$ cat src/common/ooo_settings.svh
`ifndef OOO_SETTINGS_SVH
`define OOO_SETTINGS_SVH

// Superscalar widths
`define NUM_SUPER 2
`define NUM_ISSUE 2

// Station, tag and ROB sizes
`define NUM_RS    8
`define NUM_PR    32
`define NUM_ROB   16

// Field widths
`define FU_KIND_W 2
`define FUNC_W    4

// FU kind per station entry, entry NUM_RS-1 first in the list.
// Each lane (even entries, odd entries) holds every kind.
// Entries 0..7 are ALU ALU MUL MEM ALU ALU MEM MUL.
`define RS_KIND_LIST {FU_MUL, FU_MEM, FU_ALU, FU_ALU, FU_MEM, FU_MUL, FU_ALU, FU_ALU}

`endif

$ cat src/common/ooo_types_pkg.sv
`include "ooo_settings.svh"

package ooo_types_pkg;

  // Physical register tag
  typedef logic [$clog2(`NUM_PR)-1:0] pr_tag_t;

  // ROB slot index
  typedef logic [$clog2(`NUM_ROB)-1:0] rob_idx_t;

  // Station entry index
  typedef logic [$clog2(`NUM_RS)-1:0] rs_idx_t;

  // Functional unit kind and operation code
  typedef logic [`FU_KIND_W-1:0] fu_kind_t;
  typedef logic [`FUNC_W-1:0] func_t;

  localparam fu_kind_t FU_ALU = 2'd0;
  localparam fu_kind_t FU_MUL = 2'd1;
  localparam fu_kind_t FU_MEM = 2'd2;

  // Zero register, always ready
  localparam pr_tag_t ZERO_TAG = '0;

endpackage

$ cat src/common/ooo_ctrl_pkg.sv
package ooo_ctrl_pkg;

  // Dispatch gating states
  typedef enum logic [1:0] {
    CTRL_INIT,   // First cycle out of reset
    CTRL_RUN,    // Dispatch allowed
    CTRL_SQUASH  // Cycle after a rollback
  } ctrl_state_t;

endpackage

$ cat src/logic/dispatch_ctrl.sv
`timescale 1ns/1ps
`include "ooo_settings.svh"

module dispatch_ctrl (
  input  logic                   clock,
  input  logic                   reset,
  input  logic                   dispatch_req,
  input  logic [`NUM_SUPER-1:0]  slot_hit,
  input  logic                   rollback_en,
  output logic                   dispatch_fire
);

  import ooo_ctrl_pkg::*;

  ctrl_state_t state;
  ctrl_state_t state_next;

  always_comb begin
    state_next = state;
    case (state)
      CTRL_INIT:   state_next = rollback_en ? CTRL_SQUASH : CTRL_RUN;
      CTRL_RUN:    if (rollback_en) state_next = CTRL_SQUASH;
      CTRL_SQUASH: state_next = rollback_en ? CTRL_SQUASH : CTRL_RUN;  // Back-to-back rollback
      default:     state_next = CTRL_INIT;
    endcase
  end

  always_ff @(posedge clock) begin
    if (reset)
      state <= CTRL_INIT;
    else
      state <= state_next;
  end

  // All-or-nothing for the group; rollback cycle itself is blocked too
  assign dispatch_fire = dispatch_req && (&slot_hit) && state == CTRL_RUN && !rollback_en;

  // The requester keeps its group until it is taken
  req_held_until_ack: assert property (@(posedge clock) disable iff (reset)
    dispatch_req && !dispatch_fire |=> dispatch_req);

endmodule

$ cat src/logic/tag_scoreboard.sv
`timescale 1ns/1ps
`include "ooo_settings.svh"

module tag_scoreboard (
  input  logic                                      clock,
  input  logic                                      reset,
  input  logic                                      dispatch_fire,
  input  ooo_types_pkg::pr_tag_t [`NUM_SUPER-1:0]   disp_dest,
  input  ooo_types_pkg::pr_tag_t [`NUM_SUPER-1:0]   disp_src1,
  input  ooo_types_pkg::pr_tag_t [`NUM_SUPER-1:0]   disp_src2,
  input  logic                   [`NUM_SUPER-1:0]   complete_en,
  input  ooo_types_pkg::pr_tag_t [`NUM_SUPER-1:0]   complete_tag,
  output logic                   [`NUM_SUPER-1:0]   src1_ready,
  output logic                   [`NUM_SUPER-1:0]   src2_ready
);

  import ooo_types_pkg::*;

  logic [`NUM_PR-1:0] tag_ready;  // One bit per physical tag

  // Stored bit, same-cycle completion, then an older slot's dest in this group
  function automatic logic src_is_ready(pr_tag_t src, int slot);
    logic rdy;
    rdy = (src == ZERO_TAG) || tag_ready[src];
    for (int c = 0; c < `NUM_SUPER; c++) begin
      if (complete_en[c] && complete_tag[c] == src)
        rdy = 1'b1;  // Bypass
    end
    for (int k = 0; k < slot; k++) begin
      if (disp_dest[k] == src && src != ZERO_TAG)
        rdy = 1'b0;  // Produced inside this group
    end
    return rdy;
  endfunction

  always_comb begin
    for (int s = 0; s < `NUM_SUPER; s++) begin
      src1_ready[s] = src_is_ready(disp_src1[s], s);
      src2_ready[s] = src_is_ready(disp_src2[s], s);
    end
  end

  always_ff @(posedge clock) begin
    if (reset) begin
      tag_ready <= '1;
    end else begin
      for (int c = 0; c < `NUM_SUPER; c++) begin
        if (complete_en[c])
          tag_ready[complete_tag[c]] <= 1'b1;
      end
      if (dispatch_fire) begin
        for (int s = 0; s < `NUM_SUPER; s++) begin
          if (disp_dest[s] != ZERO_TAG)
            tag_ready[disp_dest[s]] <= 1'b0;  // Now in flight
        end
      end
    end
  end

  // The zero register never completes
  for (genvar c = 0; c < `NUM_SUPER; c++) begin : g_cdb_chk
    no_zero_complete: assert property (@(posedge clock) disable iff (reset)
      complete_en[c] |-> complete_tag[c] != ZERO_TAG);
  end

endmodule

$ cat src/rs/rs_station.sv
`timescale 1ns/1ps
`include "ooo_settings.svh"

module rs_station (
  input  logic                                         clock,
  input  logic                                         reset,
  input  logic                                         dispatch_fire,
  input  ooo_types_pkg::fu_kind_t [`NUM_SUPER-1:0]     disp_kind,
  input  ooo_types_pkg::func_t    [`NUM_SUPER-1:0]     disp_func,
  input  ooo_types_pkg::pr_tag_t  [`NUM_SUPER-1:0]     disp_dest,
  input  ooo_types_pkg::pr_tag_t  [`NUM_SUPER-1:0]     disp_src1,
  input  ooo_types_pkg::pr_tag_t  [`NUM_SUPER-1:0]     disp_src2,
  input  ooo_types_pkg::rob_idx_t [`NUM_SUPER-1:0]     disp_rob,
  input  logic                    [`NUM_SUPER-1:0]     src1_ready,
  input  logic                    [`NUM_SUPER-1:0]     src2_ready,
  input  logic                    [`NUM_SUPER-1:0]     complete_en,
  input  ooo_types_pkg::pr_tag_t  [`NUM_SUPER-1:0]     complete_tag,
  input  logic                                         rollback_en,
  input  ooo_types_pkg::rob_idx_t                      rollback_rob,
  input  ooo_types_pkg::rob_idx_t                      rollback_span,
  input  logic                    [`NUM_RS-1:0]        pick_mask,
  output logic                    [`NUM_SUPER-1:0]     slot_hit,
  output logic                    [`NUM_RS-1:0]        entry_eligible,
  output ooo_types_pkg::func_t    [`NUM_RS-1:0]        entry_func,
  output ooo_types_pkg::pr_tag_t  [`NUM_RS-1:0]        entry_dest,
  output ooo_types_pkg::rob_idx_t [`NUM_RS-1:0]        entry_rob
);

  import ooo_types_pkg::*;

  fu_kind_t [`NUM_RS-1:0]    entry_kind;   // Fixed binding
  logic     [`NUM_RS-1:0]    busy;
  logic     [`NUM_RS-1:0]    rdy1;
  logic     [`NUM_RS-1:0]    rdy2;
  pr_tag_t  [`NUM_RS-1:0]    entry_src1;
  pr_tag_t  [`NUM_RS-1:0]    entry_src2;
  logic     [`NUM_RS-1:0]    wake1;        // CDB hit on src1
  logic     [`NUM_RS-1:0]    wake2;        // CDB hit on src2
  logic     [`NUM_RS-1:0]    squash;
  rob_idx_t [`NUM_RS-1:0]    rb_dist;      // Distance from rollback index
  rs_idx_t  [`NUM_SUPER-1:0] slot_idx;     // Free entry per slot

  assign entry_kind = `RS_KIND_LIST;

  // Slot i searches entries i, i+NUM_SUPER, ... for a free entry of its kind
  always_comb begin
    for (int i = 0; i < `NUM_SUPER; i++) begin
      slot_hit[i] = 1'b0;
      slot_idx[i] = '0;
      for (int j = 0; j < `NUM_RS; j++) begin
        if ((j % `NUM_SUPER) == i && !slot_hit[i] && !busy[j] &&
            entry_kind[j] == disp_kind[i]) begin
          slot_hit[i] = 1'b1;  // Lowest free entry wins
          slot_idx[i] = rs_idx_t'(j);
        end
      end
    end
  end

  always_comb begin
    for (int j = 0; j < `NUM_RS; j++) begin
      wake1[j] = 1'b0;
      wake2[j] = 1'b0;
      for (int c = 0; c < `NUM_SUPER; c++) begin
        if (complete_en[c] && complete_tag[c] != ZERO_TAG) begin
          if (complete_tag[c] == entry_src1[j])
            wake1[j] = 1'b1;
          if (complete_tag[c] == entry_src2[j])
            wake2[j] = 1'b1;
        end
      end
    end
  end

  // Span check is modulo NUM_ROB through the wrapped subtraction
  always_comb begin
    for (int j = 0; j < `NUM_RS; j++) begin
      rb_dist[j] = entry_rob[j] - rollback_rob;
      squash[j]  = busy[j] && rollback_en && (rb_dist[j] <= rollback_span);
    end
  end

  // Registered ready bits, so wakeup shows up one cycle later
  assign entry_eligible = busy & rdy1 & rdy2 & ~squash;

  always_ff @(posedge clock) begin
    if (reset) begin
      busy <= '0;
      rdy1 <= '0;
      rdy2 <= '0;
    end else begin
      for (int j = 0; j < `NUM_RS; j++) begin
        rdy1[j] <= rdy1[j] | wake1[j];
        rdy2[j] <= rdy2[j] | wake2[j];
        if (pick_mask[j] || squash[j])
          busy[j] <= 1'b0;  // Leaves on issue or squash
      end
      if (dispatch_fire) begin
        for (int i = 0; i < `NUM_SUPER; i++) begin
          busy[slot_idx[i]] <= 1'b1;
          rdy1[slot_idx[i]] <= src1_ready[i];  // Bypassed by scoreboard
          rdy2[slot_idx[i]] <= src2_ready[i];
        end
      end
    end
  end

  always_ff @(posedge clock) begin
    if (dispatch_fire) begin
      for (int i = 0; i < `NUM_SUPER; i++) begin
        entry_func[slot_idx[i]] <= disp_func[i];
        entry_dest[slot_idx[i]] <= disp_dest[i];
        entry_src1[slot_idx[i]] <= disp_src1[i];
        entry_src2[slot_idx[i]] <= disp_src2[i];
        entry_rob[slot_idx[i]]  <= disp_rob[i];
      end
    end
  end

  // The arbiter may only take entries this station offers
  pick_only_eligible: assert property (@(posedge clock) disable iff (reset)
    (pick_mask & ~entry_eligible) == '0);

endmodule

$ cat src/logic/issue_arbiter.sv
`timescale 1ns/1ps
`include "ooo_settings.svh"

module issue_arbiter (
  input  logic                                      clock,
  input  logic                                      reset,
  input  logic                    [`NUM_RS-1:0]     entry_eligible,
  input  ooo_types_pkg::rob_idx_t [`NUM_RS-1:0]     entry_rob,
  input  ooo_types_pkg::func_t    [`NUM_RS-1:0]     entry_func,
  input  ooo_types_pkg::pr_tag_t  [`NUM_RS-1:0]     entry_dest,
  input  ooo_types_pkg::rob_idx_t                   rob_head,
  output logic                    [`NUM_RS-1:0]     pick_mask,
  output logic                    [`NUM_ISSUE-1:0]  issue_valid,
  output ooo_types_pkg::func_t    [`NUM_ISSUE-1:0]  issue_func,
  output ooo_types_pkg::pr_tag_t  [`NUM_ISSUE-1:0]  issue_dest,
  output ooo_types_pkg::rob_idx_t [`NUM_ISSUE-1:0]  issue_rob
);

  import ooo_types_pkg::*;

  rob_idx_t [`NUM_RS-1:0]    entry_age;  // Distance from ROB head
  logic     [`NUM_ISSUE-1:0] port_hit;
  rs_idx_t  [`NUM_ISSUE-1:0] port_idx;

  always_comb begin
    for (int j = 0; j < `NUM_RS; j++)
      entry_age[j] = entry_rob[j] - rob_head;
  end

  // Port 0 takes the oldest, port 1 the oldest of the rest.
  // Strict compare keeps the lower index on a tie.
  always_comb begin : select
    rob_idx_t best_age;
    pick_mask = '0;
    best_age  = '0;
    for (int p = 0; p < `NUM_ISSUE; p++) begin
      port_hit[p] = 1'b0;
      port_idx[p] = '0;
      best_age    = '0;
      for (int j = 0; j < `NUM_RS; j++) begin
        if (entry_eligible[j] && !pick_mask[j] &&
            (!port_hit[p] || entry_age[j] < best_age)) begin
          port_hit[p] = 1'b1;
          port_idx[p] = rs_idx_t'(j);
          best_age    = entry_age[j];
        end
      end
      if (port_hit[p])
        pick_mask[port_idx[p]] = 1'b1;  // Not offered to later ports
    end
  end

  always_ff @(posedge clock) begin
    if (reset)
      issue_valid <= '0;
    else
      issue_valid <= port_hit;
  end

  always_ff @(posedge clock) begin
    for (int p = 0; p < `NUM_ISSUE; p++) begin
      issue_func[p] <= entry_func[port_idx[p]];
      issue_dest[p] <= entry_dest[port_idx[p]];
      issue_rob[p]  <= entry_rob[port_idx[p]];
    end
  end

endmodule

$ cat src/logic/ooo_issue_unit.sv
`timescale 1ns/1ps
`include "ooo_settings.svh"

module ooo_issue_unit (
  input  logic                                      clock,
  input  logic                                      reset,
  input  logic                                      dispatch_req,
  input  ooo_types_pkg::fu_kind_t [`NUM_SUPER-1:0]  disp_kind,
  input  ooo_types_pkg::func_t    [`NUM_SUPER-1:0]  disp_func,
  input  ooo_types_pkg::pr_tag_t  [`NUM_SUPER-1:0]  disp_dest,
  input  ooo_types_pkg::pr_tag_t  [`NUM_SUPER-1:0]  disp_src1,
  input  ooo_types_pkg::pr_tag_t  [`NUM_SUPER-1:0]  disp_src2,
  input  ooo_types_pkg::rob_idx_t [`NUM_SUPER-1:0]  disp_rob,
  input  logic                    [`NUM_SUPER-1:0]  complete_en,
  input  ooo_types_pkg::pr_tag_t  [`NUM_SUPER-1:0]  complete_tag,
  input  logic                                      rollback_en,
  input  ooo_types_pkg::rob_idx_t                   rollback_rob,
  input  ooo_types_pkg::rob_idx_t                   rollback_span,
  input  ooo_types_pkg::rob_idx_t                   rob_head,
  output logic                                      dispatch_ack,
  output logic                    [`NUM_ISSUE-1:0]  issue_valid,
  output ooo_types_pkg::func_t    [`NUM_ISSUE-1:0]  issue_func,
  output ooo_types_pkg::pr_tag_t  [`NUM_ISSUE-1:0]  issue_dest,
  output ooo_types_pkg::rob_idx_t [`NUM_ISSUE-1:0]  issue_rob
);

  import ooo_types_pkg::*;

  logic     [`NUM_SUPER-1:0] slot_hit;
  logic     [`NUM_SUPER-1:0] src1_ready;
  logic     [`NUM_SUPER-1:0] src2_ready;
  logic     [`NUM_RS-1:0]    entry_eligible;
  logic     [`NUM_RS-1:0]    pick_mask;
  func_t    [`NUM_RS-1:0]    entry_func;
  pr_tag_t  [`NUM_RS-1:0]    entry_dest;
  rob_idx_t [`NUM_RS-1:0]    entry_rob;

  // The ack doubles as the dispatch strobe
  dispatch_ctrl u_ctrl (
    .clock, .reset, .dispatch_req, .slot_hit, .rollback_en,
    .dispatch_fire (dispatch_ack)
  );

  tag_scoreboard u_scoreboard (
    .clock, .reset,
    .dispatch_fire (dispatch_ack),
    .disp_dest, .disp_src1, .disp_src2,
    .complete_en, .complete_tag,
    .src1_ready, .src2_ready
  );

  rs_station u_station (
    .clock, .reset,
    .dispatch_fire (dispatch_ack),
    .disp_kind, .disp_func, .disp_dest, .disp_src1, .disp_src2, .disp_rob,
    .src1_ready, .src2_ready, .complete_en, .complete_tag,
    .rollback_en, .rollback_rob, .rollback_span, .pick_mask,
    .slot_hit, .entry_eligible, .entry_func, .entry_dest, .entry_rob
  );

  issue_arbiter u_arbiter (
    .clock, .reset, .entry_eligible, .entry_rob, .entry_func, .entry_dest, .rob_head,
    .pick_mask, .issue_valid, .issue_func, .issue_dest, .issue_rob
  );

endmodule

$ cat config.mk
export PLATFORM = sky130hd
export DESIGN_NAME = ooo_issue_unit
export DESIGN_NICKNAME = d
export VERILOG_FILES = /design/src/common/ooo_types_pkg.sv /design/src/common/ooo_ctrl_pkg.sv /design/src/logic/dispatch_ctrl.sv /design/src/logic/tag_scoreboard.sv /design/src/rs/rs_station.sv /design/src/logic/issue_arbiter.sv /design/src/logic/ooo_issue_unit.sv
export VERILOG_INCLUDE_DIRS = /design/src /design/src/common
export SDC_FILE = /design/constraint.sdc
export NUM_CORES = 1
export LEC_CHECK = 0
export BUFFER_PORTS_ARGS = -buffer_cell sky130_fd_sc_hd__buf_4
export CAP_MARGIN = 20
export CORE_UTILIZATION = 51
export CTS_CLUSTER_SIZE = 16
export DETAILED_ROUTE_END_ITERATION = 12
export PLACE_DENSITY = 0.69
export SLEW_MARGIN = 0
export SYNTH_ARGS = -nofsm -noshare
export SYNTH_HDL_FRONTEND = slang
export SYNTH_SLANG_ARGS = --single-unit
export TNS_END_PERCENT = 30
$ cat constraint.sdc
create_clock -name clock -period 26.8 [get_ports clock]
set_input_delay 1.34 -clock clock [delete_from_list [all_inputs] [get_ports clock]]
set_output_delay 1.34 -clock clock [all_outputs]
set_load 0.02 [all_outputs]
Word level (Yosys, flattened, before mapping)

Index checks and enable logic that the tools add are counted.

Eq/ne operators: 49
$add $sub $neg: 16
Multiplexer cells: 224
Order comparisons: 42
Bitwise gates (word level): 29
Reduce and logical (&&, ||, !) cells: 153

Operators with widths:

| kind                 | number |
|---|---|
| $mux W32             | 9 |
| $bwmux W40           | 6 |
| $eq A5 B5 Y1         | 42 |
| $mux W1              | 129 |
| $bwmux W32           | 4 |
| $mux W4              | 20 |
| $logic_and A1 B1 Y1  | 75 |
| $and A32 B32 Y32     | 2 |
| $not A32 Y32         | 2 |
| $or A32 B32 Y32      | 2 |
| $sub A4 B4 Y4        | 16 |
| $lt A4 B4 Y1         | 14 |
| $bmux W4 S3          | 4 |
| $lt A5 B6 Y1 const B | 8 |
| $mux W3              | 14 |
| $mux W8              | 5 |
| $logic_not A1 Y1     | 37 |
| $bwmux W8            | 4 |
| $le A4 B4 Y1         | 8 |
| $bmux W5 S3          | 2 |
| $demux W5 S3         | 2 |
| $reduce_bool A5 Y1   | 6 |
| $logic_or A1 B1 Y1   | 26 |
| $and A8 B8 Y8        | 3 |
| other kinds (22)     | 73 |

Output and inout port bits: 29
Word-level logic and storage cells: 565
Flip-flop bits (word level): 270
Bits of input ports: 78

Longest topological paths before layout

Depth in word-level cells: 82
Gate-level depth with buffers: 137
Mapped depth without buffers: 126

By module

A second synthesis with hierarchy kept.

Cell total of the unflattened synthesis: 2198
Area, all modules: 21146.5 um^2

By module, submodules not included:

| module         | cells an instance | seq. area each (um^2) | area each (um^2) | instances |
|---|---|---|---|---|
| rs_station     | 958               | 6005.8                | 11432.2          | 1 |
| issue_arbiter  | 780               | 560.5                 | 5919.4           | 1 |
| tag_scoreboard | 453               | 640.6                 | 3697.3           | 1 |
| dispatch_ctrl  | 7                 | 40.0                  | 97.6             | 1 |

Worst setup path before layout

No wires, ideal clock.

Path type: input port to flip-flop
Start point: input port rollback_rob[1]
End point: register u_arbiter.issue_rob[7] in the netlist's numbering
Stages: 125
Data arrival time: 24438 ps
Path slack: 2243 ps
Path through: inv_1 > ha_1 > a21o_1 > a21oi_1 > xnor2_1 > ha_1 > nand4_1 > o21ai_1 > a21o_1 > nor2_1 > nand2_1 > ha_1 > a21oi_1 > nand3b_1 > o211a_4 > o21ai_0 > ha_1 > a21o_1 > (+89 left out) > and2_1 > a41o_1 > nand2_1 > clkbuf_1 > clkbuf_1 > nor2_1 > a21o_1 > ha_1 > nor2_1 > nand2_1 > a211o_1 > or3b_1 > o211ai_2 > a21oi_2 > nand3_2 > buf_4 > o211ai_1 > a211o_1

Cells in the longest elaborated chain, start to end: 72

RTL lines:

| what                                             | line                 | source |
|---|---|---|
| start: declaration                               | ooo_issue_unit.sv:17 | `input ooo_types_pkg::rob_idx_t rollback_rob,` |
| $sub A4 B4 Y4                                    | rs_station.sv:78     | `rb_dist[j] = entry_rob[j] - rollback_rob;` |
| $le A4 B4 Y1                                     | rs_station.sv:79     | `squash[j] = busy[j] && rollback_en && (rb_dist[j] <= rollback_span);` |
| $logic_and A1 B1 Y1                              | rs_station.sv:79     |  |
| $not A8 Y8 (*)                                   | rs_station.sv:84     | `assign entry_eligible = busy & rdy1 & rdy2 & ~squash;` |
| $and A8 B8 Y8 (*)                                | rs_station.sv:84     |  |
| $mux W4 or $mux W1 (tied branches)               | issue_arbiter.sv:41  | `if (entry_eligible[j] && !pick_mask[j] &&` |
| $lt A4 B4 Y1 or $logic_not A1 Y1 (tied branches) | issue_arbiter.sv:42  | `(!port_hit[p] \|\| entry_age[j] < best_age)) begin` |
| $logic_or A1 B1 Y1                               | issue_arbiter.sv:42  |  |
| (+56 left out)                                   | n/a                  |  |
| $logic_and A1 B1 Y1                              | issue_arbiter.sv:41  |  |
| $mux W4 or $mux W1 (tied branches)               | issue_arbiter.sv:41  |  |
| $lt A4 B4 Y1 or $logic_not A1 Y1 (tied branches) | issue_arbiter.sv:42  |  |
| $logic_or A1 B1 Y1                               | issue_arbiter.sv:42  |  |
| $logic_and A1 B1 Y1                              | issue_arbiter.sv:41  |  |
| $mux W3 (*)                                      | issue_arbiter.sv:41  |  |
| $bmux W4 S3 (*)                                  | issue_arbiter.sv:64  | `issue_rob[p] <= entry_rob[port_idx[p]];` |
| $mux W4 (implied by the code) (*)                | issue_arbiter.sv:64  |  |
| end signal: indexed assignment                   | issue_arbiter.sv:64  |  |
| end: declaration                                 | issue_arbiter.sv:16  | `` output ooo_types_pkg::rob_idx_t [`NUM_ISSUE-1:0] issue_rob `` |

Every way passes the cells marked *; elsewhere a longest branch is shown, timed or not. The select of a mux whose other input is x is not followed.
A chain may end at the register's enable or synchronous reset.

Worst setup path after layout

Start point: input port rollback_rob[1]
End point: register u_station.busy[4]

Cells in the longest elaborated chain, start to end: 82

RTL lines:

| what                                             | line                | source |
|---|---|---|
| $sub A4 B4 Y4                                    | rs_station.sv:78    |  |
| $le A4 B4 Y1                                     | rs_station.sv:79    |  |
| $logic_and A1 B1 Y1                              | rs_station.sv:79    |  |
| $not A8 Y8                                       | rs_station.sv:84    |  |
| $and A8 B8 Y8                                    | rs_station.sv:84    |  |
| $mux W4 or $mux W1 (tied branches)               | issue_arbiter.sv:41 |  |
| $lt A4 B4 Y1 or $logic_not A1 Y1 (tied branches) | issue_arbiter.sv:42 |  |
| $logic_or A1 B1 Y1                               | issue_arbiter.sv:42 |  |
| (+65 left out)                                   | n/a                 |  |
| $demux W1 S3                                     | n/a                 |  |
| $or A8 B8 Y8 (no source line)                    | n/a                 |  |
| $mux W8                                          | issue_arbiter.sv:48 | `if (port_hit[p])` |
| $logic_or A1 B1 Y1 (*)                           | rs_station.sv:95    | `if (pick_mask[j] \|\| squash[j])` |
| $mux W1 (*)                                      | rs_station.sv:95    |  |
| $mux W1 (*)                                      | rs_station.sv:87    | `if (reset) begin` |
| $or A8 B8 Y8 (no source line) (2 in series)      | n/a                 |  |
| $mux W8 (*)                                      | rs_station.sv:98    | `if (dispatch_fire) begin` |
| end signal: assignment                           | rs_station.sv:88    | `busy <= '0;` |
| end signal: indexed assignment                   | rs_station.sv:96    | `busy[j] <= 1'b0;` |
| end signal: indexed assignment                   | rs_station.sv:100   | `busy[slot_idx[i]] <= 1'b1;` |
| end: declaration                                 | rs_station.sv:32    | `` logic [`NUM_RS-1:0] busy; `` |

Marked as above.

==> flow_summary.yaml <==
placed_design:
  dp_cells: 2653
  io_buffers: 106
  routabilityCongestion: 1.05
  place_ws_ns: -0.147
  dp_hpwl_mm: 50.0
  place_area_um2: 22200
route:
  wl_mm: 72.2
  first_pass_iters: 6
  viasPerCell: 6.75
  wire_per_inst_um: 26.6
  drcViolationCount: 0
  drt-initial-drc-count: 2300
  route.vias.total: 18326
  detail-route-antenna-nets: 0
global_routing:
  grt_start_max_net_pins: 61
  antenna_found_initial: 0
  track_usage_pct: 34.2
  globalRouteOverflowTotal: 0
  grt_pass1_vias: 17884
  grt_pass1_wl_mm: 108
pwr:
  power_density_nw_per_um2: 44.4
  power_leakage_nw: 8.91
  ir_drop_mv: 0.0631
sta:
  min_period_ns: 25.35
  max_slew.worst_pin.slew_ns: 1.12
  finalCritPeriodShare_pct: 94.6
  fin_worst_skew_ns: 0.0145
  setup_viol_count_final: 0
  slew_headroom_pct: 24.8
  finalHoldViolCount: 0
  max_freq_mhz: 39.5
  setup_slack_ns: 1.45
  slew_viol_final: 0
outcome:
  status: "finished clean"
cts:
  cts.sinks: 270
  htreeDepth: 1
  path_clk_slew_ns: 0.06
  hold_buffers: 0
  cts_tree: "yes"
  root_buffer: "clkbuf_16"
  cts_buffers: 29
  clock_latency_ns: 0.57
  cts_buffer_depth: 3
finish:
  drive_above_1_share_pct: 14.0
  final_cell_area_um2: 23500
  diodes: 0
  layout_commonest_cell: "edfxtp_1"
  final_util_pct: 58.5
  areaGrowthSynthToFinish_pct: 12.1
  mostFrequentLayoutCells: "184 x edfxtp_1, 173 x and2_1, 141 x xor2_1, 140 x buf_4, 122 x ha_1"
  finalNonFillerCells: 2716
  nets: 2385
  nFillCells: 3438
setup_path:
  critPathMaxStageDelay_ns: 0.42
  arrival_ns: 25.83
  path_common_cell: "ha_1"
  crit_path_end_kind: "register"
  cp_slowest_cell: "a21oi_1"
  start_kind: "primary input"
  path_buf_inv: 8
  required_ns: 27.28
  crit_family: "compound AO/OA/AOI/OAI gates"
  cp_max_fo: 29
  critPathKind: "primary input to register"
floorplanning:
  core-area_um2: 40100
  die-area_um2: 41800
  io_pins: 107
  initial_utilization_pct: 52.2
  die_w_um: 205
  row_count: 73
  chipHeight_um: 205
synthesis:
  netlist_instances: 2134
  ys_async_sr_fraction_pct: 0
  synth_edf_count: 184
  syn_area_um2: 20900
  synth.distinct_cells: 87
  synth_seq_cells: 270
  syn-mean-instance-area_um2: 9.81
  ys_seq_area_share_pct: 34.6
  syn_nets: 2350
  yosysWarnings: 0
  yosys_most_used_dff: "edfxtp_1"
min_path:
  hold_class: "register to register"
flow_run:
  cap_violations: 0
[synthesized netlist by cell type, drive strengths merged (14+ instances only)]
library cell | n | area [µm²]
nand3 | 82 | 415
o21ai | 43 | 215
a211oi | 24 | 193
and3 | 17 | 106
nand3b | 15 | 113
a311oi | 25 | 219
nand2b | 38 | 238
a21oi | 88 | 459
nand2 | 95 | 357
nor4 | 45 | 282
clkbuf | 107 | 402
nor2 | 73 | 274
inv | 100 | 378
nor3b | 14 | 105
a31oi | 25 | 163
xor2 | 141 | 1230
a22o | 37 | 324
o211ai | 20 | 175
xnor2 | 117 | 1020
o21a | 18 | 135
mux4 | 38 | 856
buf | 36 | 184
o22ai | 82 | 513
ha | 122 | 1530
fa | 16 | 320
mux2i | 27 | 270
and2 | 174 | 1090
a21o | 42 | 315
a22oi | 33 | 248
a2111oi | 20 | 219
dfxtp | 86 | 1720
edfxtp | 184 | 5530
[kinds of logic (layout without fill, tap and decap cells)]
group / after synthesis / in the layout / share of synthesized area, %
muxes: 73 / 73 / 5.81
buffers and inverters: 243 / 300 / 4.60
adders and majority gates: 138 / 138 / 8.82
AOI/OAI and AO/OA: 524 / 524 / 18.4
DFF: 270 / 270 / 34.6
xor gates and xnor gates: 258 / 258 / 10.8
and+or+nand+nor: 628 / 628 / 17.0
[layer usage]
metal | track usage (%) | vias to the layer above | share of wire, %
met3 | 6.62 | 277 | 11
met4 | 14.7 | 0 | 4.8
met1 | 46.1 | 8768 | 39
met5 | 0 | - | 0
li1 | - | 8000 | -
met2 | 53.4 | 1281 | 44
[area by class of cell]
class | count | area, µm² | area share, %
flip-flops and latches | 270 | 7250 | 30.9
multi-input cells | 1621 | 12900 | 55.0
well taps | 525 | 657 | 2.80
repair buffers | 147 | 1230 | 5.25
clock inverters | 17 | 251 | 1.07
inverters | 100 | 382 | 1.63
clock buffers | 36 | 782 | 3.33
[path summary, 6_finish.rpt]
kind | startpoint | endpoint | slack [ns] | cells after the start
setup / recovery | rollback_rob[1] | u_station.busy[4]$_SDFF_PP0_ | 1.45 | 119
hold / removal | u_ctrl.state[1]$_SDFFE_PP0P_ | u_ctrl.state[0]$_SDFFE_PP0P_ | 0.48 | 1
setup reg to reg | u_station.entry_rob[1]$_DFFE_PP_ | u_station.busy[4]$_SDFF_PP0_ | 1.95 | 117
hold reg to reg | u_ctrl.state[1]$_SDFFE_PP0P_ | u_ctrl.state[0]$_SDFFE_PP0P_ | 0.48 | 1
[power breakdown]
part           internal (W)  switching (W)  total [W]
combinational     0.0000593      0.0000952   0.000155
clock              0.000265       0.000175   0.000440
sequential         0.000445     0.00000173   0.000447
[worst reg2reg max path: cells and delay by family (launching register included)]
family | cells | cell delay, ns
xor gates and xnor gates | 1 | 0.10
muxes | 6 | 2.02
AOI/OAI and AO/OA | 59 | 11.52
adders and majority gates | 16 | 4.73
and+or+nand+nor | 29 | 4.82
buffers and inverters | 6 | 0.96
DFF | 1 | 0.58
[per-stage QoR]
step,TNS (ns),hold WS (ns),total power [W]
after floorplan,0,0.434,0.000556
final,0,0.482,0.00104
after global placement,0,0.459,0.000601
after global routing,-0.103,0.506,0.00107
after CTS,0,0.479,0.00104
after detailed placement,-0.602,0.467,0.000605
[sequential cells by signal, indices dropped and copies added (netlist names)]
signal and count:
u_station.entry_dest 40, u_station.entry_src1 40, u_station.entry_src2 40, u_scoreboard.tag_ready 32
u_station.entry_func 32, u_station.entry_rob 32, u_arbiter.issue_dest 10, u_arbiter.issue_func 8
u_arbiter.issue_rob 8, u_station.busy 8, u_station.rdy1 8, u_station.rdy2 8
u_arbiter.issue_valid 2, u_ctrl.state 2
[repair_timing]
item,4_1_cts,5_1_grt
endpoints found under the hold margin,0,0
endpoints found under the setup margin,0,21
buffers inserted,0,8
gates resized for setup,0,24
(Power assumes the default switching activity.)
